**src/micro_op_pkg.sv**
```systemverilog
// Datapath control types passed from decode to execute and writeback.
// Decode fills them in, the later stages only consume them.
`default_nettype none

package micro_op_pkg;

	typedef logic [4:0]  reg_idx_t; // architectural register number
	typedef logic [31:0] xlen_t;

	////////////////////////////////////////////////////////////////////////////
	// ALU function and operand selects
	////////////////////////////////////////////////////////////////////////////
	typedef enum logic [3:0] {
		ALU_ADD,
		ALU_SUB,
		ALU_SLT,
		ALU_SLTU,
		ALU_AND,
		ALU_OR,
		ALU_XOR,
		ALU_SLL,
		ALU_SRL,
		ALU_SRA,
		ALU_MUL,    // low product word
		ALU_MULH,   // signed x signed, high word
		ALU_MULHSU, // signed x unsigned, high word
		ALU_MULHU   // unsigned x unsigned, high word
	} alu_func_t;

	typedef enum logic {
		OPA_IS_RS1,
		OPA_IS_ZERO // lui
	} opa_select_t;

	typedef enum logic {
		OPB_IS_RS2,
		OPB_IS_IMM
	} opb_select_t;

endpackage

`default_nettype wire

```
**src/reg_writeback.sv**
```systemverilog
// Result stage. Holds x1..x31, writes results back, counts retired
// instructions and keeps the sticky halted bit set by WFI.
// The last writeback is kept one more cycle as a forwarding source.
`default_nettype none

module reg_writeback
	import micro_op_pkg::*;
(
	input  wire          clock,
	input  wire          arst_n,
	input  wire          wb_valid,
	input  reg_idx_t     wb_rd,
	input  xlen_t        wb_result,
	input  wire          wb_halt,
	input  reg_idx_t     rs1_idx,
	input  reg_idx_t     rs2_idx,
	input  reg_idx_t     rf_raddr,  // host read port
	output xlen_t        rs1_data,
	output xlen_t        rs2_data,
	output xlen_t        rf_rdata,
	output logic         halted,
	output logic [15:0]  retire_count,
	output logic         fwd_valid,
	output reg_idx_t     fwd_rd,
	output xlen_t        fwd_result
);

	xlen_t regs [1:31]; // x0 is not stored

	assign rs1_data = (rs1_idx == '0) ? '0 : regs[rs1_idx];
	assign rs2_data = (rs2_idx == '0) ? '0 : regs[rs2_idx];
	assign rf_rdata = (rf_raddr == '0) ? '0 : regs[rf_raddr];

	always_ff @(posedge clock or negedge arst_n) begin
		if (!arst_n) begin
			for (int i = 1; i < 32; i++)
				regs[i] <= '0;
			halted       <= 1'b0;
			retire_count <= '0;
			fwd_valid    <= 1'b0;
		end else begin
			if (wb_valid && wb_rd != '0)
				regs[wb_rd] <= wb_result;
			if (wb_valid)
				retire_count <= retire_count + 16'd1; // wfi counts too
			if (wb_valid && wb_halt)
				halted <= 1'b1;
			fwd_valid <= wb_valid;
		end
	end

	always_ff @(posedge clock) begin
		fwd_rd     <= wb_rd;
		fwd_result <= wb_result;
	end

endmodule

`default_nettype wire

```
**config.mk**
```make
export PLATFORM = sky130hd
export DESIGN_NAME = reg_writeback
export DESIGN_NICKNAME = d
export VERILOG_FILES = /design/src/micro_op_pkg.sv /design/src/reg_writeback.sv
export SDC_FILE = /design/constraint.sdc
export NUM_CORES = 2
export LEC_CHECK = 0
export ABC_AREA = 1
export BUFFER_PORTS_ARGS = -buffer_cell sky130_fd_sc_hd__buf_2
export CAP_MARGIN = 20
export CORE_MARGIN = 3
export CORE_UTILIZATION = 40
export DETAILED_ROUTE_END_ITERATION = 8
export MAX_ROUTING_LAYER = met4
export PLACE_DENSITY = 0.54
export RECOVER_POWER = 100
export SYNTH_ARGS = -nofsm -noshare
export SYNTH_HDL_FRONTEND = slang
export SYNTH_SLANG_ARGS = --single-unit
```
**constraint.sdc**
```tcl
create_clock -name clock -period 2.65 [get_ports clock]
set_input_delay 0.53 -clock clock [delete_from_list [all_inputs] [get_ports clock]]
set_output_delay 0.53 -clock clock [all_outputs]
set_load 0.01 [all_outputs]
```
# Word level (Yosys, flattened, before mapping)
# Index checks and enable logic that the tools add are counted.
word_totals:
  out_inout_bits: 151
  register_bits: 1047
  elab_cells: 68
  in_bits: 56
op_classes:
  bitwise: 4
  n_mux: 15
  n_addsub: 1
  reduce_logical: 7
  order_cmp: 5
ops:
  columns: ["operator", "count"]
  rows:
  - ["bitwise mux 992 bit", 1]
  - ["binary-select mux 32 bit (select 5 bit)", 3]
  - ["two-way mux 32 bit", 10]
  - ["demux 32 bit (select 5 bit)", 1]
  - [">= comparator 6 bit (second input constant)", 4]
  - ["inverter 5 -> 6 bit", 4]
  - ["adder 16 x 1 -> 16 bit (second input constant)", 1]
  - ["logical NOT 5 bit", 3]
  - ["< comparator 6 x 1 -> 1 bit (second input constant)", 1]
  - ["nonzero test 5 bit", 1]
  - ["logical AND 1 bit", 3]

# Longest topological paths before layout
logic_depth:
  ltp_word: 6
  ltp_mapped: 12
  depth_no_buf: 9

# Worst setup path before layout
# OpenSTA, ideal clock, no wires.
synth_timing:
  path_kind: "input-to-output"
  start: "input rs2_idx[0]"
  end: "output rs2_data[17]"
  path_stages: 12
  path_slack_ns: 0.312
  n_path_buf: 4
  arrival_time_ns: 1.808
  required_ns: 2.120
  cell_sequence: "buf_2 > inv_1 > buf_2 > buf_2 > clkbuf_1 > nand2_1 > nand3_1 > nand3_1 > nand3_1 > nand2_1 > nand2_1 > nand2_1"
synth_via:
  elab_chain_cells: 5
  elab_cells_between_ends: 6
  classes_between: "mux (4); bitwise (1); reduce/logical (1)"
synth_lines:
  columns: ["element", "line_no", "text"]
  rows:
  - ["start, declared", "reg_writeback.sv:16", "input reg_idx_t rs2_idx,"]
  - ["inverter 5 -> 6 bit (implied by the code)", "reg_writeback.sv:31", "assign rs2_data = (rs2_idx == '0) ? '0 : regs[rs2_idx];"]
  - ["binary-select mux 32 bit (select 5 bit)", "reg_writeback.sv:31", null]
  - ["two-way mux 32 bit (implied by the code) (2 in a row)", "reg_writeback.sv:31", null]
  - ["two-way mux 32 bit (*)", "reg_writeback.sv:31", null]
  - ["end, declared", "reg_writeback.sv:19", "output xlen_t rs2_data,"]
# Mark *: on every way between the ends. The rest lies on a longest branch, timed or not. The select of a mux whose other input is x is not followed.

# Final worst setup path
layout_timing:
  start: "input rf_raddr[0]"
  end: "output rf_rdata[30]"
layout_via:
  elab_chain_cells: 5
  elab_cells_between_ends: 6
  classes_between: "mux (4); bitwise (1); reduce/logical (1)"
layout_lines:
  columns: ["element", "line_no", "text"]
  rows:
  - ["start, declared", "reg_writeback.sv:17", "input reg_idx_t rf_raddr,"]
  - ["inverter 5 -> 6 bit (implied by the code)", "reg_writeback.sv:32", "assign rf_rdata = (rf_raddr == '0) ? '0 : regs[rf_raddr];"]
  - ["binary-select mux 32 bit (select 5 bit)", "reg_writeback.sv:32", null]
  - ["two-way mux 32 bit (implied by the code) (2 in a row)", "reg_writeback.sv:32", null]
  - ["two-way mux 32 bit (*)", "reg_writeback.sv:32", null]
  - ["end, declared", "reg_writeback.sv:20", "output xlen_t rf_rdata,"]
# Marks and branches as above.

==> impl_metrics.tcl <==
set metrics [dict create \
    track_usage_pct 39.8 \
    post_dp_cell_area_sq_mm 0.0749 \
    yosysMostFrequentCell "nand2_1" \
    violations "negative setup slack" \
    final_cell_area_sq_mm 0.0814 \
    drt_wl_total_microns 343000 \
    layout.nets 10700 \
    grt_pass1_vias 71500 \
    vias 77400 \
    crit_path_end_kind "primary output" \
    cts-buffers-inserted 133 \
    ys.flop_type "dfrtp_1" \
    synth_area_sq_mm 0.0666 \
    ioPinCount 207 \
    synth_top_area_share_pct 38.0 \
    vdd_drop_max_v 0.000649 \
    initial_utilization_pct 40.3 \
    leakage_nw 38.7 \
    critPathArrivalTime_ns 2.14 \
    cts_root_buf "clkbuf_16" \
    ant_nets 0 \
    setup_ws_ns -0.0179 \
    max_clock_freq_ghz 0.375 \
    viasPerCell 5.96 \
    routabilityCongestion 0.977 \
    die_area_sq_mm 0.171 \
    yosys-top-cells-count "nand2_1 (4075), nand3_1 (2210), dfrtp_1 (1010)" \
    numClockSinks 1047 \
    synth-seq-area-share_pct 39.1 \
    required_ns 2.12 \
    ys_ff_latch 1047 \
    fin_crit_ns 2.67 \
    slew_headroom_pct 11.0 \
    yosysWarnings 0 \
    syn_area_per_cell_sq_um 6.31 \
    whs_ns 0.264 \
    final-instance-count-excl-fill 13000 \
    cts_tree "built" \
    async_flop_share_pct 96.5 \
    die_w_microns 414 \
    rsz0062_at_grt "true" \
    hold_viol 0 \
    rows 149 \
    port_buffers 206 \
    slew_violations 0 \
    core_sq_mm 0.165 \
    clockBufferDepth 3 \
    drc_errors 0 \
    antenna_found_initial 5 \
    die_h_microns 414 \
    grt_overflow_total 0 \
    crit_type "in -> out" \
    skew_ns 0.00849 \
    drv_cap 0 \
    grt_max_degree 88 \
    synth_nets 10600 \
    syn_inst 10600 \
    tightest_slew_ns 1.33 \
    period_share_pct 101 \
    dr.pass1.iters 9 \
    final-setup-viol-count 3 \
    yosysTopAreaCell "dfrtp_1" \
    power_mw 56.0 \
    hpwl_microns 216000 \
    layout-drive-gt1-share_pct 13.7 \
    area_growth_pct 22.2 \
    synth_edf_count 0 \
    first_iter_violations 11800 \
    clk_latency_ns 0.80 \
    p_per_area_mw_per_mm2 689 \
    startpoint_type "input port" \
    post-place-cells 12600 \
    hold_path_class "in -> reg" \
    cts.reportedPaths.clkPinSlew_ns 0.06 \
    status "finished with violations" \
    htree_num_levels 4 \
    synthTopCellsByArea "dfrtp_1 (38%), nand2_1 (23%), nand3_1 (17%)" \
    synth_cell_types 27 \
    grt_pass1_wl_microns 493000 \
    drt-wirelength-per-cell_microns 26.4 \
    cp_max_fo 9 \
]
## layout make-up
type,instances,area [sq um]
Antenna cell,5,12.5
Clock buffer,194,4020
Clock inverter,48,542
Fill cell,16900,83800
Inverter,642,2490
Multi-Input combinational cell,8003,36100
Sequential cell,1047,26000
Tap cell,2189,2740
Timing Repair Buffer,856,9410
## sequential cells by signal (all words and copies together), names as in the netlist
register / cells
fwd_result: 32
halted: 1
fwd_valid: 1
fwd_rd: 5
regs: 992
retire_count: 16
## cell families (layout without fill, tap and decap cells)
logic type	Yosys count	in the layout	share of synthesized area, %
and+or+nand+nor	6611	6611	41.6
buffers and inverters	1509	1740	8.74
AOI/OAI and AO/OA	1379	1379	10.4
DFF	1047	1047	39.1
xor gates and xnor gates	12	12	0.158
adders and majority gates	1	1	0.0188
other	0	5	0
## final timing paths
check	startpoint	endpoint	cells after the start	slack (ns)
worst max-delay path	rf_raddr[0]	rf_rdata[30]	13	-0.02
worst min-delay path	wb_result[14]	fwd_result[14]	2	0.26
worst max register to register	retire_count[0]	retire_count[10]	6	1.04
worst min register to register	halted	halted	1	0.46
max in group asynchronous	arst_n	regs[213]	4	0.16
min in group asynchronous	arst_n	regs[489]	2	0.54
## stage by stage
stage	utilization (%)	setup slack, ns	TNS, ns
3_5_place_dp	45.3	-0.142	-0.874
6_report	49.3	-0.0179	-0.0501
3_3_place_gp	45.3	-0.134	-0.857
2_1_floorplan	-	0.312	0
5_1_grt	49.3	-0.0443	-1.71
4_1_cts	48.8	-0.0120	-0.0230
## layout by cell type, fill, tap and decap left out, types with 140 or more instances in the layout
| cell | count |
|---|---|
| nand2_1 | 3898 |
| nand3_1 | 2063 |
| dfrtp_1 | 1008 |
| o21ai_0 | 955 |
| inv_1 | 449 |
| a21oi_1 | 411 |
| nor2_1 | 294 |
| buf_4 | 279 |
| buf_12 | 190 |
| inv_2 | 180 |
| clkbuf_16 | 164 |
| nand3_2 | 145 |
| nand2_2 | 144 |
| clkbuf_1 | 140 |
## worst max-delay path, stage by stage
cell       delay [ns]
buf_16           0.14
clkinv_16        0.09
nor2_4           0.12
clkbuf_8         0.19
buf_12           0.19
buf_4            0.14
buf_4            0.10
nand2_1          0.04
nand3_1          0.09
nand3_1          0.12
nand3_2          0.11
nand2_4          0.10
buf_6            0.15
## report_power, final
part           internal (mW)  switching (mW)  leakage (nW)
Combinational           5.31            9.67          23.3
Clock                   11.6            7.79          2.24
Sequential              19.0            2.68          13.2
## routing by layer
layer  routed length [microns]  share of wire, %  vias up  global-route usage (%)
li1                          -                 -    34400                       -
met1                    136000                40    36500                    52.5
met4                     24300               7.1        0                    22.2
met3                     39700                12     1297                    8.44
met5                         0                 0        -                       -
met2                    143000                42     5271                    56.6
## what timing repair did
action,in CTS,in global routing
pin swaps,27,116
setup endpoints to repair,77,92
buffers inserted,5,53
resized for setup,270,416
hold buffers,28,0
cloned,1,19
endpoints found under the hold margin,69,0
Note: power is estimated with default switching activity, not from simulation.
