==> src/rv32_isa_pkg.sv <==
// RV32 instruction encoding shared by the issue port, decode and the testbench.
// Holds the opcode and funct constants and the two views of an instruction word.
`default_nettype none

package rv32_isa_pkg;

	////////////////////////////////////////////////////////////////////////////
	// instruction word, read as R-type or as I-type
	////////////////////////////////////////////////////////////////////////////
	typedef union packed {
		struct packed {
			logic [6:0] funct7;
			logic [4:0] rs2;
			logic [4:0] rs1;
			logic [2:0] funct3;
			logic [4:0] rd;
			logic [6:0] opcode;
		} r;
		struct packed {
			logic [11:0] imm12; // also the top of the U immediate
			logic [4:0]  rs1;
			logic [2:0]  funct3;
			logic [4:0]  rd;
			logic [6:0]  opcode;
		} i;
	} rv32_inst_t;

	// major opcodes handled by the slice
	localparam logic [6:0] OP_LUI    = 7'b0110111;
	localparam logic [6:0] OP_IMM    = 7'b0010011;
	localparam logic [6:0] OP_REG    = 7'b0110011;
	localparam logic [6:0] OP_SYSTEM = 7'b1110011;

	localparam logic [2:0] F3_ADD  = 3'b000; // add, sub, mul
	localparam logic [2:0] F3_SLL  = 3'b001;
	localparam logic [2:0] F3_SLT  = 3'b010;
	localparam logic [2:0] F3_SLTU = 3'b011;
	localparam logic [2:0] F3_XOR  = 3'b100;
	localparam logic [2:0] F3_SR   = 3'b101; // srl and sra
	localparam logic [2:0] F3_OR   = 3'b110;
	localparam logic [2:0] F3_AND  = 3'b111;

	localparam logic [6:0] F7_BASE   = 7'b0000000;
	localparam logic [6:0] F7_ALT    = 7'b0100000; // sub, sra
	localparam logic [6:0] F7_MULDIV = 7'b0000001;

	localparam logic [31:0] INST_WFI = 32'h10500073;

endpackage

`default_nettype wire
==> src/axil_issue_port.sv <==
// AXI4-Lite slave of the execution slice.
// A write to 0x00 issues one instruction; reads return x0..x31 or the status word.
// Only bready and rready can stall this port.
`default_nettype none

module axil_issue_port
	import rv32_isa_pkg::*;
(
	input  wire               clock,
	input  wire               arst_n,
	// write channels
	input  wire               awvalid,
	output logic              awready,
	input  wire  [7:0]        awaddr,
	input  wire               wvalid,
	output logic              wready,
	input  wire  [31:0]       wdata,
	output logic              bvalid,
	input  wire               bready,
	output logic [1:0]        bresp,
	// read channels
	input  wire               arvalid,
	output logic              arready,
	input  wire  [7:0]        araddr,
	output logic              rvalid,
	input  wire               rready,
	output logic [31:0]       rdata,
	output logic [1:0]        rresp,
	// slice side
	output logic              issue_valid,
	output rv32_inst_t        issue_inst,
	input  wire               inst_illegal,
	input  wire               halted,
	input  wire               busy,
	input  wire  [15:0]       retire_count,
	output logic [4:0]        rf_raddr,
	input  wire  [31:0]       rf_rdata
);

	localparam logic [1:0] RESP_OKAY   = 2'b00;
	localparam logic [1:0] RESP_SLVERR = 2'b10;
	localparam logic [7:0] ISSUE_ADDR  = 8'h00;
	localparam logic [7:0] STATUS_ADDR = 8'h80;

	logic        wr_take;
	logic        rd_take;
	logic        reg_hit;
	logic [31:0] status_word;

	////////////////////////////////////////////////////////////////////////////
	// write side
	////////////////////////////////////////////////////////////////////////////
	// a response accepted in this cycle frees the channel for the next issue
	assign awready = ~bvalid | bready;
	assign wready  = ~bvalid | bready; // both readies move together
	assign wr_take = awvalid & wvalid & awready;

	assign issue_valid = wr_take & (awaddr == ISSUE_ADDR) & ~halted;
	assign issue_inst  = wdata;

	always_ff @(posedge clock or negedge arst_n) begin
		if (!arst_n)
			bvalid <= 1'b0;
		else if (wr_take)
			bvalid <= 1'b1;
		else if (bready)
			bvalid <= 1'b0;
	end

	// decode answers legality in the same cycle
	always_ff @(posedge clock) begin
		if (wr_take)
			bresp <= (issue_valid && !inst_illegal) ? RESP_OKAY : RESP_SLVERR;
	end

	////////////////////////////////////////////////////////////////////////////
	// read side
	////////////////////////////////////////////////////////////////////////////
	assign arready     = ~rvalid;
	assign rd_take     = arvalid & ~rvalid;
	assign rf_raddr    = araddr[6:2];
	assign reg_hit     = ~araddr[7] & (araddr[1:0] == 2'b00); // 0x00..0x7c, aligned
	assign status_word = {retire_count, 14'h0000, halted, busy};

	always_ff @(posedge clock or negedge arst_n) begin
		if (!arst_n)
			rvalid <= 1'b0;
		else if (rd_take)
			rvalid <= 1'b1;
		else if (rready)
			rvalid <= 1'b0;
	end

	always_ff @(posedge clock) begin
		if (rd_take) begin
			if (reg_hit) begin
				rdata <= rf_rdata;
				rresp <= RESP_OKAY;
			end else if (araddr == STATUS_ADDR) begin
				rdata <= status_word;
				rresp <= RESP_OKAY;
			end else begin
				rdata <= '0;
				rresp <= RESP_SLVERR;
			end
		end
	end

endmodule

`default_nettype wire

==> config.mk <==
export PLATFORM = sky130hd
export DESIGN_NAME = axil_issue_port
export DESIGN_NICKNAME = d
export VERILOG_FILES = /design/src/rv32_isa_pkg.sv /design/src/axil_issue_port.sv
export SDC_FILE = /design/constraint.sdc
export NUM_CORES = 1
export LEC_CHECK = 0
export ABC_AREA = 1
export BUFFER_PORTS_ARGS = -buffer_cell sky130_fd_sc_hd__buf_4
export CORE_ASPECT_RATIO = 1.1
export CORE_MARGIN = 1
export CORE_UTILIZATION = 33
export CTS_CLUSTER_SIZE = 12
export DETAILED_ROUTE_END_ITERATION = 8
export MAX_ROUTING_LAYER = met4
export PLACE_DENSITY = 0.89
export SLEW_MARGIN = 20
export SYNTH_ARGS = -nofsm -noshare
export SYNTH_HDL_FRONTEND = slang
export SYNTH_SLANG_ARGS = --single-unit
==> constraint.sdc <==
create_clock -name clock -period 1.6 [get_ports clock]
set_input_delay 0 -clock clock [delete_from_list [all_inputs] [get_ports clock]]
set_output_delay 0 -clock clock [all_outputs]
set_load 0.005 [all_outputs]
* After elaboration in Yosys (flattened, before gate mapping)
Index checks and enable logic that the tools add are counted.
** Storage, ports and cells
- Word-level logic and storage cells :: 31
- Flip-flop bits (word level) :: 38
- Input port bits :: 106
- Output and inout port bits :: 79
** Operators by class
- Bitwise gates (word level) :: 11
- Mux-type cells :: 8
- Reductions and logical operators :: 6
- Equal/unequal tests :: 1
** Operators by type and width (number)
- two-way mux 32 bit :: 2
- == test 8 bit, second input constant :: 1
- logical NOT 8 bit :: 1
- AND 1 bit :: 6
- two-way mux 1 bit :: 4
- two-way mux 2 bit :: 2
- inverter 1 bit :: 4
- nonzero test 2 bit :: 2
- logical NOT 2 bit :: 1
- logical AND 1 bit :: 1
- logical NOT 1 bit :: 1
- bitwise OR 1 bit :: 1

* Longest topological paths before layout
Gate-level depths: netlist of run 1.
- Depth after elaboration :: 7
- Mapped depth :: 7
- Mapped depth without buffers :: 5

* Worst setup path after synthesis of run 1
Ideal clock, no wire load.
- Path type :: register -> register
- Start point :: register rvalid
- End point :: register rdata[0], enable pin
- Buffers on the path :: 0
- Data required time :: 1.212 ns
- Period minus slack after synthesis :: 1.571 ns
- Slack :: 0.029 ns
- Setup time :: 0.388 ns
- Stages on the path, launching flop included :: 4
- Arrival time :: 1.183 ns
- Cells stage by stage :: dfrtp_1 -> inv_1 -> nand2_1 -> inv_1
** Between the ends
- Longest elaborated chain between the ends :: 2
** Ends and longest elaborated chain
- from (decl) :: RTL line axil_issue_port.sv:25 : output logic rvalid,
- from (signal assigned) :: RTL line axil_issue_port.sv:87 : rvalid <= 1'b0;
- from (signal assigned) :: RTL line axil_issue_port.sv:89 : rvalid <= 1'b1;
- from (signal assigned) :: RTL line axil_issue_port.sv:91 : rvalid <= 1'b0;
- inverter 1 bit
- named net arready :: RTL line axil_issue_port.sv:23 : output logic arready,
- AND 1 bit :: RTL line axil_issue_port.sv:80 : assign rd_take = arvalid & ~rvalid;
- named net rd_take :: RTL line axil_issue_port.sv:46 : logic rd_take;
- to (signal assigned) :: RTL line axil_issue_port.sv:97 : rdata <= rf_rdata;
- to (signal assigned) :: RTL line axil_issue_port.sv:100 : rdata <= status_word;
- to (decl) :: RTL line axil_issue_port.sv:27 : output logic [31:0] rdata,
The timed path passes the listed nets, and every way through them passes these cells.
A chain may end at the register's enable or synchronous reset.

* Worst setup path after layout of run 1
- Start point :: register bvalid
- End point :: output issue_valid
** Between the ends
- Longest elaborated chain between the ends :: 5
** Ends and longest elaborated chain
- from (decl) :: RTL line axil_issue_port.sv:18 : output logic bvalid,
- from (signal assigned) :: RTL line axil_issue_port.sv:63 : bvalid <= 1'b0;
- from (signal assigned) :: RTL line axil_issue_port.sv:65 : bvalid <= 1'b1;
- from (signal assigned) :: RTL line axil_issue_port.sv:67 : bvalid <= 1'b0;
- inverter 1 bit :: RTL line axil_issue_port.sv:54 : assign awready = ~bvalid | bready;
- bitwise OR 1 bit :: RTL line axil_issue_port.sv:54
- AND 1 bit :: RTL line axil_issue_port.sv:56 : assign wr_take = awvalid & wvalid & awready;
- AND 1 bit (2 in series) :: RTL line axil_issue_port.sv:58 : assign issue_valid = wr_take & (awaddr == ISSUE_ADDR) & ~halted;
- to (decl) :: RTL line axil_issue_port.sv:30 : output logic issue_valid,
No other way between the ends.

==> run summary, run 1 <==
CP cell instances -> nand2_1 -> nand2_1 -> nor2_1 -> and2_1 -> buf_4
register area share after synthesis -> 55.55%
Primary FF master, synth -> edfxtp_1
vias in the first global route -> 1463
Fin. Hold Viols -> 0
multi-input combinational cell area -> 409.1 um2
reg2reg end -> rvalid
global-route wire length before repair -> 6982 um
Critical Path End Type -> primary output
# rows -> 28
placed cells -> 354
Num CTS Buffers -> 5
# IOs -> 185
leakage power -> 1.414 nW
Routed WL per cell -> 13.96 um
Cells after Synth -> 202
area delta synth->final -> 45.55%
Yosys top cell area share -> 52.95%
count leader, synth -> nand2_1
synthesized area -> 1928 um2
Global Route Usage Sum -> 16.51%
Antenna diodes -> 0
DR pass1 iterations -> 4
via count -> 1629
worst setup path end -> issue_valid
ANT nets after route -> 0
min-delay src -> wdata[11]
Non-Filler Instances -> 374
CP startpoint kind -> register
r2r setup slk -> 0.39 ns
clock-pin slew on the worst setup and hold paths -> 0.06 ns
Min Hold Slack -> 0.000002294 ns
r2r startpoint -> rvalid
Starting DRT DRC Count -> 39
worst skew pair latency -> 0.28 ns
die area -> 6153 um2
crit-path max cell delay -> 0.38 ns
Peak VDD IR -> 0.2856 mV
# hold bufs at CTS -> 12
final net count -> 405
met1 track utilization from global routing -> 13.71%
number of setup buffers added after CTS -> 0
worst min-delay path class -> primary input to primary output
FF/Latch Area -> 1071 um2
Worst Path Required -> 1.60 ns
Fillers -> 498
Placer Congestion -> 0.6892
fin crit period -> 1.236 ns
Max Cap Viol -> 0
clock sink count -> 36
Slowest-stage cell, CP -> dfrtp_1
Reg2Reg Depth -> 4
share of cells above drive strength 1 -> 45.15%
synth cell count leaders -> nand2_1 (45), buf_4 (41), edfxtp_1 (34)
HPWL Detailed -> 4063 um
Setup crit start -> bvalid
vias per inst -> 4.356
pin count of the biggest net entering global routing -> 34
Critical Path AT -> 1.24 ns
Final Cycle Share -> 77.25%
initial core utilization -> 35.05%
flops & latches, synth -> 36
status -> completed
Yosys Warn Count -> 0
PwrDens -> 751.2 nW/um2
ys async rst share -> 5.556%
Routed WL -> 5221 um
DR DRC count -> 0
critical path fanouts, max -> 4
Clock Tree Root -> clkbuf_8
TNS Setup -> 0 ns
f_max -> 0.8090 GHz
EDFF count, synth -> 34
Area contributors post-synth -> edfxtp_1 (53%), buf_4 (16%), nand2_1 (8.8%), inv_1 (4.9%), nand3_1 (4.7%)
Final Core Density -> 51.02%
initial antenna violation count -> 0
Tot Pwr -> 2.108 mW
Worst Skew -> 0.002588 ns
Synth Area per Inst -> 9.545 um2
clk buf depth -> 2
GRT met2 Usage -> 32.25%
Setup Slack @ Placement -> 0.4786 ns
Post-DP Area -> 2600 um2
crit path setup slack, layout -> 0.3640 ns
CTS tree -> yes
Top Usage Layer GRT -> met2
total number of H-tree levels -> 2
die extent in x -> 74.88 um
RSZ-0062 raised after global routing -> no
core area -> 5500 um2
biggest area consumer among synthesized cells -> edfxtp_1
Final Cell Area -> 2806 um2
Top cell by count, worst path -> nand2_1
total grt overflow -> 0
Unique masters post-synth -> 19
Final Max Slew Viols -> 0
met3 GRT Util -> 3.883%
CTS resizes -> 0
Die H -> 82.17 um
IO buf count -> 118
CP Class -> register to primary output
Setup-failing EPs final -> 0
## power by group
part	switching, mW	internal [mW]	total, mW
Sequential	0.0197	1.11	1.13
Combinational	0.159	0.256	0.415
Clock	0.279	0.287	0.565
## logic make-up (layout without fill, tap and decap cells)
kind of cell	Yosys count	count (layout)	share of synthesized area [%]
simple gates	90	90	20.31
compound gates	2	2	0.5186
flops	36	36	55.55
other cells	1	2	0.1945
buf+inv	73	169	23.43
## worst min path at each step
stage | slack [ns] | to | cells after the start
after floorplan | -0.30 | bvalid | 0
after global placement | -0.22 | bvalid | 1
after detailed placement | -0.21 | bvalid | 1
after CTS | 0.00004 | issue_inst[21] | 0
after global routing | 0.000009 | issue_inst[15] | 0
final | 0.000002 | issue_inst[11] | 0
## worst max-delay path: cells and delay by family (launching register included)
kind | cells | cell delay, ns
AND/OR/NAND/NOR | 4 | 0.48
flip-flops | 1 | 0.38
buffers and inverters | 1 | 0.10
## registers in the layout, summed over array words and instances (netlist names)
name and cells:
rvalid 1, bvalid 1, rdata 32, rresp 1
bresp 1
## cell type report
cell class / instances / share of cell area, %
Inverter: 28 / 3.745
Clock buffer: 5 / 2.452
Sequential cell: 36 / 38.16
Timing Repair Buffer: 134 / 37.45
Multi-Input combinational cell: 94 / 14.58
Clock inverter: 2 / 0.2675
Tap cell: 75 / 3.344
## layer usage
metal	vias up	part of all wire, %
li1	782	-
met1	728	30
met2	99	59
met3	20	8.4
met4	0	3.3
met5	-	0
## layout by cell type (no fill, tap or decap)
master / synthesis / routed
buf_4: 41 / 120
nand2_1: 45 / 45
edfxtp_1: 34 / 34
inv_1: 25 / 25
nor2_1: 19 / 19
nand3_1: 18 / 18
dlygate4sd3_1: 0 / 13
clkbuf_8: 0 / 5
inv_2: 3 / 3
nand2_2: 2 / 2
nor2_4: 2 / 2
conb_1: 1 / 2
dfrtp_1: 2 / 2
clkinv_1: 0 / 2
nor2_2: 1 / 1
or2_2: 1 / 1
and2_1: 1 / 1
nand3b_1: 1 / 1
a21oi_1: 1 / 1
o21ai_0: 1 / 1
buf_12: 0 / 1
Power figures use the tool's default switching activity.
==> inputs of run 2 (changes only) <==
--- a/config.mk
+++ b/config.mk
@@ -5,15 +5,15 @@
 export SDC_FILE = /design/constraint.sdc
 export NUM_CORES = 1
 export LEC_CHECK = 0
-export ABC_AREA = 1
+export ABC_AREA = 0
 export BUFFER_PORTS_ARGS = -buffer_cell sky130_fd_sc_hd__buf_4
 export CORE_ASPECT_RATIO = 1.1
 export CORE_MARGIN = 1
-export CORE_UTILIZATION = 33
+export CORE_UTILIZATION = 35
 export CTS_CLUSTER_SIZE = 12
 export DETAILED_ROUTE_END_ITERATION = 8
 export MAX_ROUTING_LAYER = met4
-export PLACE_DENSITY = 0.89
+export PLACE_DENSITY = 0.92
 export SLEW_MARGIN = 20
 export SYNTH_ARGS = -nofsm -noshare
 export SYNTH_HDL_FRONTEND = slang
==> constraint.sdc (replaced) <==
create_clock -name clock -period 1.2 [get_ports clock]
set_input_delay 0 -clock clock [delete_from_list [all_inputs] [get_ports clock]]
set_output_delay 0 -clock clock [all_outputs]
set_load 0.005 [all_outputs]
==> run summary, run 2 <==
Worst Path Required -> 1.20 ns
post-synthesis simple-gate area fraction -> 10.37%
share of cells above drive strength 1 -> 59.18%
Logic pwr share -> 20.2%
global-route wire length before repair -> 8079 um
Clock Tree Root -> clkbuf_8
Yosys Warn Count -> 0
Tot Pwr -> 2.909 mW
most frequent cells in the layout -> buf_4 (122), edfxtp_1 (34), dlygate4sd3_1 (25)
clk buf depth -> 2
Starting DRT DRC Count -> 69
CTS tree -> yes
combinational family with the most area after synthesis -> buffers and inverters
failing checks -> setup timing
CP startpoint kind -> register
synth cell count leaders -> buf_4 (40), edfxtp_1 (34), and2_1 (14)
Yosys top cell area share -> 57.18%
ANT nets after route -> 0
max reg flops -> 32
via count -> 1448
synthesized area -> 1785 um2
# IOs -> 185
Global Route Usage Sum -> 20.94%
Critical Path End Type -> primary output
Reg with most FFs -> rdata
fin crit period -> 1.241 ns
post-synthesis compound-gate area fraction -> 9.881%
Slowest-stage cell, CP -> dfrtp_1
vias in the first global route -> 1504
worst min-delay path class -> primary input to primary output
pin count of the biggest net entering global routing -> 34
most common cell after layout, fill and taps aside -> buf_4
Min Hold Slack -> 0.00003620 ns
Worst Skew -> 0.003070 ns
Critical Path AT -> 1.24 ns
Area contributors post-synth -> edfxtp_1 (57%), buf_4 (17%), a22o_2 (5.0%), and2_1 (4.9%), a22o_1 (4.4%)
die area -> 5391 um2
Routed WL -> 5576 um
internal power -> 2.260 mW
mux share of post-synthesis cell area -> 0%
f_max -> 0.8059 GHz
total number of H-tree levels -> 2
Reg power frac -> 51.8%
leakage power -> 1.288 nW
DR pass1 iterations -> 4
DR DRC count -> 0
Synth Area per Inst -> 13.63 um2
Placer Congestion -> 0.9076
clock power share -> 28.0%
CP Class -> register to primary output
count leader, synth -> buf_4
die extent in x -> 70.10 um
area delta synth->final -> 59.29%
crit-path max cell delay -> 0.38 ns
Die H -> 76.91 um
Net Sw Frac -> 22.32%
Switching Power -> 649.3 uW
Fin. Hold Viols -> 0
clock sink count -> 36
Unique masters post-synth -> 24
Final Max Slew Viols -> 0
# rows -> 26
Num CTS Buffers -> 5
initial antenna violation count -> 0
Routed WL per cell -> 18.52 um
status -> complete, but fails checks
IO buf count -> 118
Peak VDD IR -> 0.4493 mV
PwrDens -> 1023 nW/um2
critical path fanouts, max -> 3
final net count -> 350
initial core utilization -> 37.34%
clock-pin slew on the worst setup and hold paths -> 0.07 ns
core area -> 4782 um2
Final Core Density -> 59.47%
Post-Synth Adder-Cell Area -> 0%
CP Buf/Inv Count -> 1
vias per inst -> 4.811
flops & latches, synth -> 36
ys async rst share -> 5.556%
Max Cap Viol -> 0
total grt overflow -> 0
Antenna diodes -> 0
worst skew pair latency -> 0.28 ns
RSZ-0062 raised after global routing -> yes
TNS Setup -> -0.04086 ns
post-synthesis xor/xnor area fraction -> 0%
crit path setup slack, layout -> -0.04086 ns
Primary FF master, synth -> edfxtp_1
HPWL Detailed -> 4122 um
register area share after synthesis -> 59.99%
Crit path max-delay family -> simple AND/OR/NAND/NOR gates
Final Cycle Share -> 103.4%
Setup-failing EPs final -> 1
Cells after Synth -> 131
EDFF count, synth -> 34
CP cell instances -> nand2b_1 -> nor2b_4 -> and3_1 -> buf_4
biggest area consumer among synthesized cells -> edfxtp_1
## run 2: worst reg2reg max path, delay by kind of cell (launching register included)
kind                   cells  cell delay [ns]
buffers and inverters      1             0.18
flip-flops                 1             0.42
AND/OR/NAND/NOR            1             0.19
## run 2: final cells by class
class	instances	area (um2)
clock inverters	3	13.76
clock buffers	5	68.82
fillers	391	1938
well taps	56	70.07
inverters	1	3.754
flip-flops and latches	36	1071
repair buffers	150	1226
multi-input cells	50	390.4
## run 2: cells by family after synthesis
family	count (synthesis)
AO/OA/AOI/OAI	19
flip-flops	36
AND/OR/NAND/NOR	29
buffers and inverters	46
other	1
## run 2: per-layer routing
layer	share of wire (%)	vias up	track usage (%)
met5	0	-	-
met4	2.2	0	8.000
met3	11	12	8.147
met2	58	118	41.83
met1	29	665	16.29
li1	-	653	-
## run 2: stage by stage
stage / instance area [um2] / instances / setup WS (ns)
after floorplan: 1797 / 132 / -0.1532
after global placement: 2489 / 266 / 0.06967
after detailed placement: 2489 / 266 / 0.01852
after CTS: 2816 / 298 / 0.002617
after global routing: 2844 / 301 / -0.09725
final: 2844 / 301 / -0.04086
## run 2: final timing paths
check / from / end / slack [ns] / cells past startpoint
worst max-delay path: bvalid / issue_valid / -0.04 / 4
worst min-delay path: wdata[10] / issue_inst[10] / 0.00004 / 0
worst max register to register: rvalid / rresp[1] / 0.11 / 2
worst min register to register: rvalid / rvalid / 0.63 / 2
max in group asynchronous: arst_n / rvalid / 1.05 / 2
min in group asynchronous: arst_n / bvalid / 0.06 / 2
## run 2: repair_timing
action,4_1_cts,5_1_grt
hold buffers,23,2
hold endpoints to repair,22,2
setup buffers,1,1
endpoints found under the setup margin,1,1
resized for setup,2,0
## run 2: power groups by stage
stage | clock network, mW | logic (mW) | registers, mW
floorplan | 0 | 0.201 | 1.54
global placement | 0 | 0.499 | 1.53
detailed placement | 0 | 0.510 | 1.53
CTS | 0.832 | 0.578 | 1.51
global route | 0.905 | 0.625 | 1.51
finish | 0.814 | 0.588 | 1.51
