**src/micro_op_pkg.sv**
```systemverilog
// Datapath control types passed from decode to execute and writeback.
// Decode fills them in, the later stages only consume them.
`default_nettype none

package micro_op_pkg;

	typedef logic [4:0]  reg_idx_t; // architectural register number
	typedef logic [31:0] xlen_t;

	////////////////////////////////////////////////////////////////////////////
	// ALU function and operand selects
	////////////////////////////////////////////////////////////////////////////
	typedef enum logic [3:0] {
		ALU_ADD,
		ALU_SUB,
		ALU_SLT,
		ALU_SLTU,
		ALU_AND,
		ALU_OR,
		ALU_XOR,
		ALU_SLL,
		ALU_SRL,
		ALU_SRA,
		ALU_MUL,    // low product word
		ALU_MULH,   // signed x signed, high word
		ALU_MULHSU, // signed x unsigned, high word
		ALU_MULHU   // unsigned x unsigned, high word
	} alu_func_t;

	typedef enum logic {
		OPA_IS_RS1,
		OPA_IS_ZERO // lui
	} opa_select_t;

	typedef enum logic {
		OPB_IS_RS2,
		OPB_IS_IMM
	} opb_select_t;

endpackage

`default_nettype wire

```
**src/rv32_isa_pkg.sv**
```systemverilog
// RV32 instruction encoding shared by the issue port, decode and the testbench.
// Holds the opcode and funct constants and the two views of an instruction word.
`default_nettype none

package rv32_isa_pkg;

	////////////////////////////////////////////////////////////////////////////
	// instruction word, read as R-type or as I-type
	////////////////////////////////////////////////////////////////////////////
	typedef union packed {
		struct packed {
			logic [6:0] funct7;
			logic [4:0] rs2;
			logic [4:0] rs1;
			logic [2:0] funct3;
			logic [4:0] rd;
			logic [6:0] opcode;
		} r;
		struct packed {
			logic [11:0] imm12; // also the top of the U immediate
			logic [4:0]  rs1;
			logic [2:0]  funct3;
			logic [4:0]  rd;
			logic [6:0]  opcode;
		} i;
	} rv32_inst_t;

	// major opcodes handled by the slice
	localparam logic [6:0] OP_LUI    = 7'b0110111;
	localparam logic [6:0] OP_IMM    = 7'b0010011;
	localparam logic [6:0] OP_REG    = 7'b0110011;
	localparam logic [6:0] OP_SYSTEM = 7'b1110011;

	localparam logic [2:0] F3_ADD  = 3'b000; // add, sub, mul
	localparam logic [2:0] F3_SLL  = 3'b001;
	localparam logic [2:0] F3_SLT  = 3'b010;
	localparam logic [2:0] F3_SLTU = 3'b011;
	localparam logic [2:0] F3_XOR  = 3'b100;
	localparam logic [2:0] F3_SR   = 3'b101; // srl and sra
	localparam logic [2:0] F3_OR   = 3'b110;
	localparam logic [2:0] F3_AND  = 3'b111;

	localparam logic [6:0] F7_BASE   = 7'b0000000;
	localparam logic [6:0] F7_ALT    = 7'b0100000; // sub, sra
	localparam logic [6:0] F7_MULDIV = 7'b0000001;

	localparam logic [31:0] INST_WFI = 32'h10500073;

endpackage

`default_nettype wire
```
**src/inst_decode.sv**
```systemverilog
// Decode stage. Turns an issued word into ALU controls and an immediate,
// flags illegal words to the port in the same cycle, and reads operands
// out of the decode register with forwarding from execute and writeback.
`default_nettype none

module inst_decode
	import rv32_isa_pkg::*;
	import micro_op_pkg::*;
#(
	parameter int HAS_MUL = 1
) (
	input  wire          clock,
	input  wire          arst_n,
	input  wire          issue_valid,
	input  rv32_inst_t   issue_inst,
	output logic         inst_illegal,
	// register file read
	output reg_idx_t     rf_rs1_idx,
	output reg_idx_t     rf_rs2_idx,
	input  xlen_t        rf_rs1_data,
	input  xlen_t        rf_rs2_data,
	// in-flight results
	input  wire          ex_fwd_valid,
	input  reg_idx_t     ex_fwd_rd,
	input  xlen_t        ex_fwd_result,
	input  wire          wb_fwd_valid,
	input  reg_idx_t     wb_fwd_rd,
	input  xlen_t        wb_fwd_result,
	// to execute
	output logic         ex_valid,
	output alu_func_t    ex_alu_func,
	output opa_select_t  ex_opa_select,
	output opb_select_t  ex_opb_select,
	output xlen_t        ex_rs1_value,
	output xlen_t        ex_rs2_value,
	output xlen_t        ex_imm,
	output reg_idx_t     ex_rd,
	output logic         ex_halt
);

	alu_func_t   dec_func;
	opa_select_t dec_opa;
	opb_select_t dec_opb;
	logic        dec_halt;
	xlen_t       dec_imm;
	reg_idx_t    rs1_idx_q;
	reg_idx_t    rs2_idx_q;

	// funct3 to ALU function, shared by the immediate and register groups
	function automatic alu_func_t base_func(input logic [2:0] funct3);
		case (funct3)
			F3_ADD:  base_func = ALU_ADD;
			F3_SLL:  base_func = ALU_SLL;
			F3_SLT:  base_func = ALU_SLT;
			F3_SLTU: base_func = ALU_SLTU;
			F3_XOR:  base_func = ALU_XOR;
			F3_SR:   base_func = ALU_SRL; // sra picked by funct7
			F3_OR:   base_func = ALU_OR;
			F3_AND:  base_func = ALU_AND;
		endcase
	endfunction

	////////////////////////////////////////////////////////////////////////////
	// control decode
	////////////////////////////////////////////////////////////////////////////
	always_comb begin
		dec_func     = ALU_ADD;
		dec_opa      = OPA_IS_RS1;
		dec_opb      = OPB_IS_RS2;
		dec_halt     = 1'b0;
		inst_illegal = 1'b0;
		case (issue_inst.r.opcode)
			OP_LUI: begin
				dec_opa = OPA_IS_ZERO;
				dec_opb = OPB_IS_IMM;
			end
			OP_IMM: begin
				dec_opb  = OPB_IS_IMM;
				dec_func = base_func(issue_inst.i.funct3);
				// shift immediates keep funct7 in the top of imm12
				if (issue_inst.i.funct3 == F3_SLL)
					inst_illegal = (issue_inst.r.funct7 != F7_BASE);
				else if (issue_inst.i.funct3 == F3_SR) begin
					if (issue_inst.r.funct7 == F7_ALT)
						dec_func = ALU_SRA;
					else if (issue_inst.r.funct7 != F7_BASE)
						inst_illegal = 1'b1;
				end
			end
			OP_REG: begin
				case (issue_inst.r.funct7)
					F7_BASE: dec_func = base_func(issue_inst.r.funct3);
					F7_ALT: begin
						if (issue_inst.r.funct3 == F3_ADD)
							dec_func = ALU_SUB;
						else if (issue_inst.r.funct3 == F3_SR)
							dec_func = ALU_SRA;
						else
							inst_illegal = 1'b1;
					end
					F7_MULDIV: begin
						// div and rem are not implemented
						case (issue_inst.r.funct3)
							F3_ADD:  dec_func = ALU_MUL;
							F3_SLL:  dec_func = ALU_MULH;
							F3_SLT:  dec_func = ALU_MULHSU;
							F3_SLTU: dec_func = ALU_MULHU;
							default: inst_illegal = 1'b1;
						endcase
						if (HAS_MUL == 0)
							inst_illegal = 1'b1;
					end
					default: inst_illegal = 1'b1;
				endcase
			end
			OP_SYSTEM: begin
				if (issue_inst == INST_WFI) begin
					dec_halt = 1'b1;
					dec_opa  = OPA_IS_ZERO;
				end else
					inst_illegal = 1'b1; // csr and the rest
			end
			default: inst_illegal = 1'b1;
		endcase
	end

	// U immediate for lui, sign extended I immediate otherwise
	assign dec_imm = (issue_inst.r.opcode == OP_LUI) ?
		{issue_inst.i.imm12, issue_inst.i.rs1, issue_inst.i.funct3, 12'h000} :
		{{20{issue_inst.i.imm12[11]}}, issue_inst.i.imm12};

	////////////////////////////////////////////////////////////////////////////
	// decode register
	////////////////////////////////////////////////////////////////////////////
	always_ff @(posedge clock or negedge arst_n) begin
		if (!arst_n)
			ex_valid <= 1'b0;
		else
			ex_valid <= issue_valid & ~inst_illegal;
	end

	always_ff @(posedge clock) begin
		if (issue_valid) begin
			ex_alu_func   <= dec_func;
			ex_opa_select <= dec_opa;
			ex_opb_select <= dec_opb;
			ex_imm        <= dec_imm;
			ex_rd         <= issue_inst.r.rd;
			ex_halt       <= dec_halt;
			rs1_idx_q     <= issue_inst.r.rs1;
			rs2_idx_q     <= issue_inst.r.rs2;
		end
	end

	// operand read, the execute result is younger than the writeback one
	assign rf_rs1_idx = rs1_idx_q;
	assign rf_rs2_idx = rs2_idx_q;

	always_comb begin
		ex_rs1_value = rf_rs1_data;
		ex_rs2_value = rf_rs2_data;
		if (wb_fwd_valid && wb_fwd_rd != '0 && wb_fwd_rd == rs1_idx_q)
			ex_rs1_value = wb_fwd_result;
		if (ex_fwd_valid && ex_fwd_rd != '0 && ex_fwd_rd == rs1_idx_q)
			ex_rs1_value = ex_fwd_result;
		if (wb_fwd_valid && wb_fwd_rd != '0 && wb_fwd_rd == rs2_idx_q)
			ex_rs2_value = wb_fwd_result;
		if (ex_fwd_valid && ex_fwd_rd != '0 && ex_fwd_rd == rs2_idx_q)
			ex_rs2_value = ex_fwd_result;
	end

endmodule

`default_nettype wire

```
**config.mk**
```make
export PLATFORM = sky130hd
export DESIGN_NAME = inst_decode
export DESIGN_NICKNAME = d
export VERILOG_FILES = /design/src/micro_op_pkg.sv /design/src/rv32_isa_pkg.sv /design/src/inst_decode.sv
export SDC_FILE = /design/constraint.sdc
export NUM_CORES = 1
export LEC_CHECK = 0
export BUFFER_PORTS_ARGS = -buffer_cell sky130_fd_sc_hd__buf_2
export CAP_MARGIN = 20
export CORE_MARGIN = 10
export CORE_UTILIZATION = 41
export DETAILED_ROUTE_END_ITERATION = 7
export GPL_ROUTABILITY_DRIVEN = 0
export PLACE_DENSITY = 0.93
export SYNTH_ARGS = -nofsm -noshare
export SYNTH_HDL_FRONTEND = slang
export SYNTH_SLANG_ARGS = --single-unit
```
**constraint.sdc**
```tcl
create_clock -name clock -period 2.6 [get_ports clock]
set_input_delay 0.52 -clock clock [delete_from_list [all_inputs] [get_ports clock]]
set_output_delay 0.52 -clock clock [all_outputs]
set_load 0.01 [all_outputs]
```
Word level (Yosys, flattened, before mapping)
Memory sizes are Yosys's and may differ from the RTL's.
Index checks and enable logic that the tools add are counted.
{"block": "totals", "ramBits": 0, "latchBits": 0, "memories": 2, "reg_bits": 55, "output_inout_bits": 120, "romBits": 64}
{"name": "(no name shown)", "depth": 8, "width": 4, "read_ports": 1, "rd_ports_with_merged_regs": 0, "write_ports": 0, "line": "inst_decode.sv:51", "source": "case (funct3)"}
{"name": "(no name shown)", "depth": 8, "width": 4, "read_ports": 1, "rd_ports_with_merged_regs": 0, "write_ports": 0, "line": "inst_decode.sv:51"}
{"block": "classes", "shift": 0, "reduce_logical": 13, "bitwise": 2, "eq_ne": 15, "n_mul": 0, "n_lt_le_gt_ge": 0, "div": 0, "add_sub_neg": 0, "mux": 26}
{"operator": "two-way mux 32 bit", "n": 4}
{"operator": "equality test 32 x 29 -> 1 bit, second input constant", "n": 1}
{"operator": "two-way mux 31 bit", "n": 1}
{"operator": "equality test 7 x 6 -> 1 bit, second input constant", "n": 3}
{"operator": "equality test 5 bit", "n": 4}
{"operator": "two-way mux 4 bit", "n": 5}
{"operator": "one-hot mux 4 bit (4 select lines)", "n": 1}
{"operator": "one-hot mux 4 bit (3 select lines)", "n": 1}
{"operator": "two-way mux 1 bit", "n": 10}
{"operator": "nonzero test 5 bit", "n": 2}
{"operator": "one-hot mux 4 bit (2 select lines)", "n": 1}
{"operator": "equality test 7 x 1 -> 1 bit, second input constant", "n": 1}
{"operator": "equality test 7 x 5 -> 1 bit, second input constant", "n": 1}
{"operator": "equality test 7 bit, second input constant", "n": 1}
{"operator": "zero test 7 bit", "n": 1}
{"operator": "nonzero test 7 bit", "n": 1}
{"operator": "equality test 3 x 2 -> 1 bit, second input constant", "n": 2}
{"operator": "logical AND 1 bit", "n": 6}
{"operator": "one-hot mux 1 bit (4 select lines)", "n": 1}
{"operator": "OR reduction 4 bit", "n": 1}
{"operator": "equality test 3 x 1 -> 1 bit, second input constant", "n": 1}
{"operator": "equality test 3 bit, second input constant", "n": 1}
{"operator": "zero test 3 bit", "n": 1}
{"operator": "one-hot mux 1 bit (3 select lines)", "n": 1}
{"operator": "4 further kinds", "n": 4}

Longest topological paths before layout
{"block": "logic_depth", "depth_word": 8, "depth_mapped": 7, "mapped_depth_nobuf": 5}

Worst setup path after synthesis
OpenSTA, ideal clock, no wires.
{"block": "synth_timing", "path_kind": "input to output", "start": "input port ex_fwd_rd[1]", "end": "output port ex_rs2_value[13]", "t_arrival_ns": 1.961, "path_buffers": 2, "cell_stages": 7, "slack_ns": 0.119, "cell_sequence": "or4_1 nor2_1 or4_1 buf_2 clkbuf_1 nor2_1 a31oi_1"}
{"block": "synth_via", "elab_chain_len": 4, "elab_cells_between_ends": 5}
{"element": "from (decl)", "line": "inst_decode.sv:24", "source": "input reg_idx_t ex_fwd_rd,"}
{"element": "nonzero test 5 bit", "line": "inst_decode.sv:168", "source": "if (ex_fwd_valid && ex_fwd_rd != '0 && ex_fwd_rd == rs2_idx_q)"}
{"element": "logical AND 1 bit", "line": "inst_decode.sv:168"}
{"element": "logical AND 1 bit *", "line": "inst_decode.sv:168"}
{"element": "two-way mux 32 bit *", "line": "inst_decode.sv:168"}
{"element": "to (decl)", "line": "inst_decode.sv:35", "source": "output xlen_t ex_rs2_value,"}
Mark *: on every way between the ends. The rest lies on a longest branch, timed or not.

Final worst setup path
{"block": "layout_timing", "start": "register rs1_idx_q[2], in the netlist rf_rs1_idx[2]", "end": "output port ex_rs1_value[22]"}
{"block": "layout_via", "elab_chain_len": 4, "elab_cells_between_ends": 6}
{"element": "from (decl)", "line": "inst_decode.sv:46", "source": "reg_idx_t rs1_idx_q;"}
{"element": "from (signal assigned)", "line": "inst_decode.sv:150", "source": "rs1_idx_q <= issue_inst.r.rs1;"}
{"element": "equality test 5 bit", "line": "inst_decode.sv:162", "source": "if (wb_fwd_valid && wb_fwd_rd != '0 && wb_fwd_rd == rs1_idx_q)"}
{"element": "logical AND 1 bit", "line": "inst_decode.sv:162"}
{"element": "two-way mux 32 bit", "line": "inst_decode.sv:162"}
{"element": "two-way mux 32 bit *", "line": "inst_decode.sv:164", "source": "if (ex_fwd_valid && ex_fwd_rd != '0 && ex_fwd_rd == rs1_idx_q)"}
{"element": "to (decl)", "line": "inst_decode.sv:34", "source": "output xlen_t ex_rs1_value,"}
Marked as above.

==> results.md <==
- The detailed router's first-iteration violation count is 1035.
- The critical path starts at rf_rs1_idx[2].
- For this run, the number of Yosys warnings is 0.
- The portion of synthesized cell area occupied by the leading cell type is a little over two fifths.
- In the post-synthesis netlist, the biggest area contributors are edfxtp_1 (42%), nand2_1 (13%), a31oi_1 (11%), nor2_1 (6.9%), a21o_1 (4.1%).
- The cell area that synthesis handed to floorplanning was 3820 sq um.
- The async set-reset flop share out of synthesis is 1.82%.
- The instance area after placement is 5560 sq um.
- The critical path launch point type is a flip-flop.
- Once detail routing completed, the nets flagged for antenna violations numbered 0.
- Counting flops with a built-in enable in the synthesized netlist gives 54.
- Among all stages on the critical path, the largest delay is contributed by or4_4.
- The remaining routing DRC violations is 0.
- The minimum hold slack is 0.412 ns.
- The fraction of final layout cells sized beyond drive strength 1 is 58.5%.
- Across the run, the number of max-cap violations was 0.
- Data arrives at the worst endpoint at 2.56 ns.
- The predominant post-synthesis flop cell is edfxtp_1.
- The final count of pins violating max slew is 0.
- The checks that failed: setup timing.
- The data required time at the worst endpoint is 2.08 ns.
- The post-route non-filler standard cell count is 920.
- The class of the tightest hold or removal check is input pin to flip-flop.
- After floorplanning, the core was sized to cover about 9200 sq um.
- In this design, the stage delay of the slowest critical-path cell is 0.50 ns.
- For this configuration, the core starts out at a cell density of 41.7%.
- The type of element capturing the critical path is an output pin.
- The number of global-route vias before repair is roughly 5300.
- The total iterations of the first detailed-routing run is 7.
- For the pin with the worst max-slew slack, the measured transition is 0.644 ns.
- The H-tree depth reported by CTS is 2.
- The die area is roughly 14000 sq um.
- The post-detailed-route wirelength per cell is between 20 and 30 um.
- The leading area contributor after synthesis is edfxtp_1.
- The total setup violations reported at the end of the flow is 64.
- The post-detailed-routing wire length is roughly 25000 um.
- The count of standard-cell rows is 35.
- The aggregate global routing overflow is 0.
- The cell count after synthesis came out at 475.
- The worst setup path is of the flip-flop to output pin kind.
- The synthesized design contains between 50 and 60 register bits.
- The remaining max-slew budget at the tightest pin is 56.9%.
- The largest net degree at the start of global routing is 40.
- The total power of the final layout is about 2500 uW.
- The clock-pin slew reported for the worst setup and hold paths after clock tree synthesis is approximately 0.090 ns.
- The summed area of non-filler cells in the final layout is 7260 sq um.
- The number of hold-slack violations in the final timing report is 0.
- Once detailed placement completed, the half-perimeter wirelength came to 14000 um.
- During I/O placement, the number of pins put on the boundary was 295.
- The run finished, with violations left.
- The die boundary width is between 100 and 150 um.
- The maximum root-to-sink buffer count is 2.
- Including well taps, the total number of placed cells is 868.
- Of all nets on the critical path, the largest fanout is 8.
- The number of nets at the end of the flow is about 1000.
- The number of distinct standard cells referenced by the synthesized netlist is 43.
- The end-of-flow core utilization is 79.3%.
- The post-synthesis to final-layout area growth is 90.3%.
- The root buffer cell chosen for the clock tree is clkbuf_8.
- The number of I/O port buffers is roughly 300.
- The global routing usage summed across all routing layers is approximately 28%.
- Setup repair after global routing could not meet its margin everywhere.
- TritonCTS built the clock tree.
- The sink count of the clock tree is 55.
- Dividing total power by cell area gives a power density of approximately 340 nW/um^2.
- The post-synthesis sequential area ratio is 43.1%.
- The first global-routing pass estimated 29200 um of wire.
- The clock period minus final worst setup slack is between 3 and 4 ns.
- The signal on the critical path passes through xnor2_1 -> nand4_1 -> or4_4 -> buf_6 -> buf_16 -> nor2_1 -> a31oi_1 -> buf_2.
- The initial antenna violation count came to 5.
- The leakage component of the power is 0.00329 uW.
- The worst supply voltage drop on vdd is roughly 0.44 mV.
- The capturing element of the worst setup path is ex_rs1_value[22].
- The mean cell area of the mapped netlist is 8.03 sq um.
- The highest attainable clock frequency is 0.325 GHz.
- Summing over every cut layer, the via total after detailed routing is 5800.
- After layout, the worst path uses 118% of the clock period.
- After detailed routing, the number of vias per cell comes to 6.30.
- The worst-case setup margin in the final layout is -0.480 ns.
- TritonCTS created 5 clock buffers.
- The die span in y is 116 um.
- The number of nets in the synthesized netlist is 650.
==> where the power goes <==
group          leakage (uW)  switching, uW  internal (uW)
combinational       0.00271            513            439
clock             0.0000403            257            184
sequential         0.000540           26.6           1050
total               0.00329            797           1670
==> metal layers <==
layer  part of all wire [%]  global-route usage (%)  up-vias
met5                  0.060                       0        -
met4                    9.0                    15.6        2
met3                     14                    7.96      229
met2                     47                    49.6      628
met1                     30                    28.1     2590
li1                       -                       -     2351
==> layout by cell type (no fill, tap or decap), types with 6 or more instances in the layout <==
cell,count
a21o_1,21
buf_12,10
edfxtp_1,54
buf_2,271
xor2_1,15
nor2_2,20
a31oi_4,23
a31oi_2,9
nor2_1,24
buf_4,30
nand2_2,7
a31oi_1,33
buf_6,29
buf_16,12
nor2b_1,11
nor2_4,26
clkbuf_16,6
diode_2,6
nand2_1,123
==> sequential cells by signal, summed over array words and instances, names as in the netlist <==
register	flops
rf_rs1_idx	5
ex_opb_select	1
ex_opa_select	1
ex_imm	32
rf_rs2_idx	5
ex_valid	1
ex_rd	5
ex_alu_func	4
ex_halt	1
==> worst min-delay path by stage <==
| stage | startpoint | endpoint | cells after the start |
|---|---|---|---|
| final | issue_inst[8] | ex_rd[1] | 1 |
| after global routing | issue_inst[8] | ex_rd[1] | 1 |
| after detailed placement | arst_n | ex_valid | 1 |
| after floorplan | arst_n | ex_valid | 0 |
| after CTS | issue_inst[8] | ex_rd[1] | 1 |
| after global placement | arst_n | ex_valid | 1 |
==> worst max-delay path, delay by kind of cell, from the launching register on <==
kind,cells,cell delay (ns)
simple gates,3,0.97
buf+inv,3,0.51
flops,1,0.44
xor+xnor,1,0.19
compound gates,1,0.14
==> logic make-up (layout without fill, tap and decap cells) <==
| family | Yosys count | in the layout | synth area share, % |
|---|---|---|---|
| and+or+nand+nor | 249 | 249 | 28.1 |
| AOI/OAI and AO/OA | 104 | 104 | 18.6 |
| DFF | 55 | 55 | 43.1 |
| buffers and inverters | 45 | 373 | 5.05 |
| xor gates and xnor gates | 21 | 21 | 4.82 |
| muxes | 1 | 1 | 0.262 |
| other | 0 | 6 | 0 |
==> what timing repair did <==
item | 4_1_cts | 5_1_grt
setup endpoints to repair | 65 | 65
gates cloned | 12 | 7
gates resized for setup | 65 | 126
hold endpoints to repair | 1 | 0
hold buffers | 1 | 0
buffers inserted | 15 | 3
pin swaps | 9 | 15
==> through the flow <==
| step | worst slack [ns] | setup TNS [ns] |
|---|---|---|
| 6_report | -0.480 | -8.72 |
| 4_1_cts | -0.105 | -3.66 |
| 3_5_place_dp | -0.115 | -1.21 |
| 5_1_grt | -0.552 | -12.39 |
| 2_1_floorplan | 0.119 | 0 |
| 3_3_place_gp | -0.0968 | -0.311 |
==> layout make-up <==
type	count	area, sq um
Multi-Input combinational cell	375	2750
Timing Repair Buffer	360	2610
Fill cell	518	1890
Sequential cell	55	1650
Tap cell	111	139
Clock buffer	6	72.6
Inverter	5	18.8
Antenna cell	6	15.0
Clock inverter	2	7.51
==> synthesized netlist by cell type (all sizes together) (6+ instances only) <==
library cell,instances
a21o,21
a31oi,65
buf,16
clkbuf,24
edfxtp,54
nand2,130
nor2,70
nor2b,11
or4,7
xnor2,6
xor2,15
Note: power is estimated with default switching activity, not from simulation.
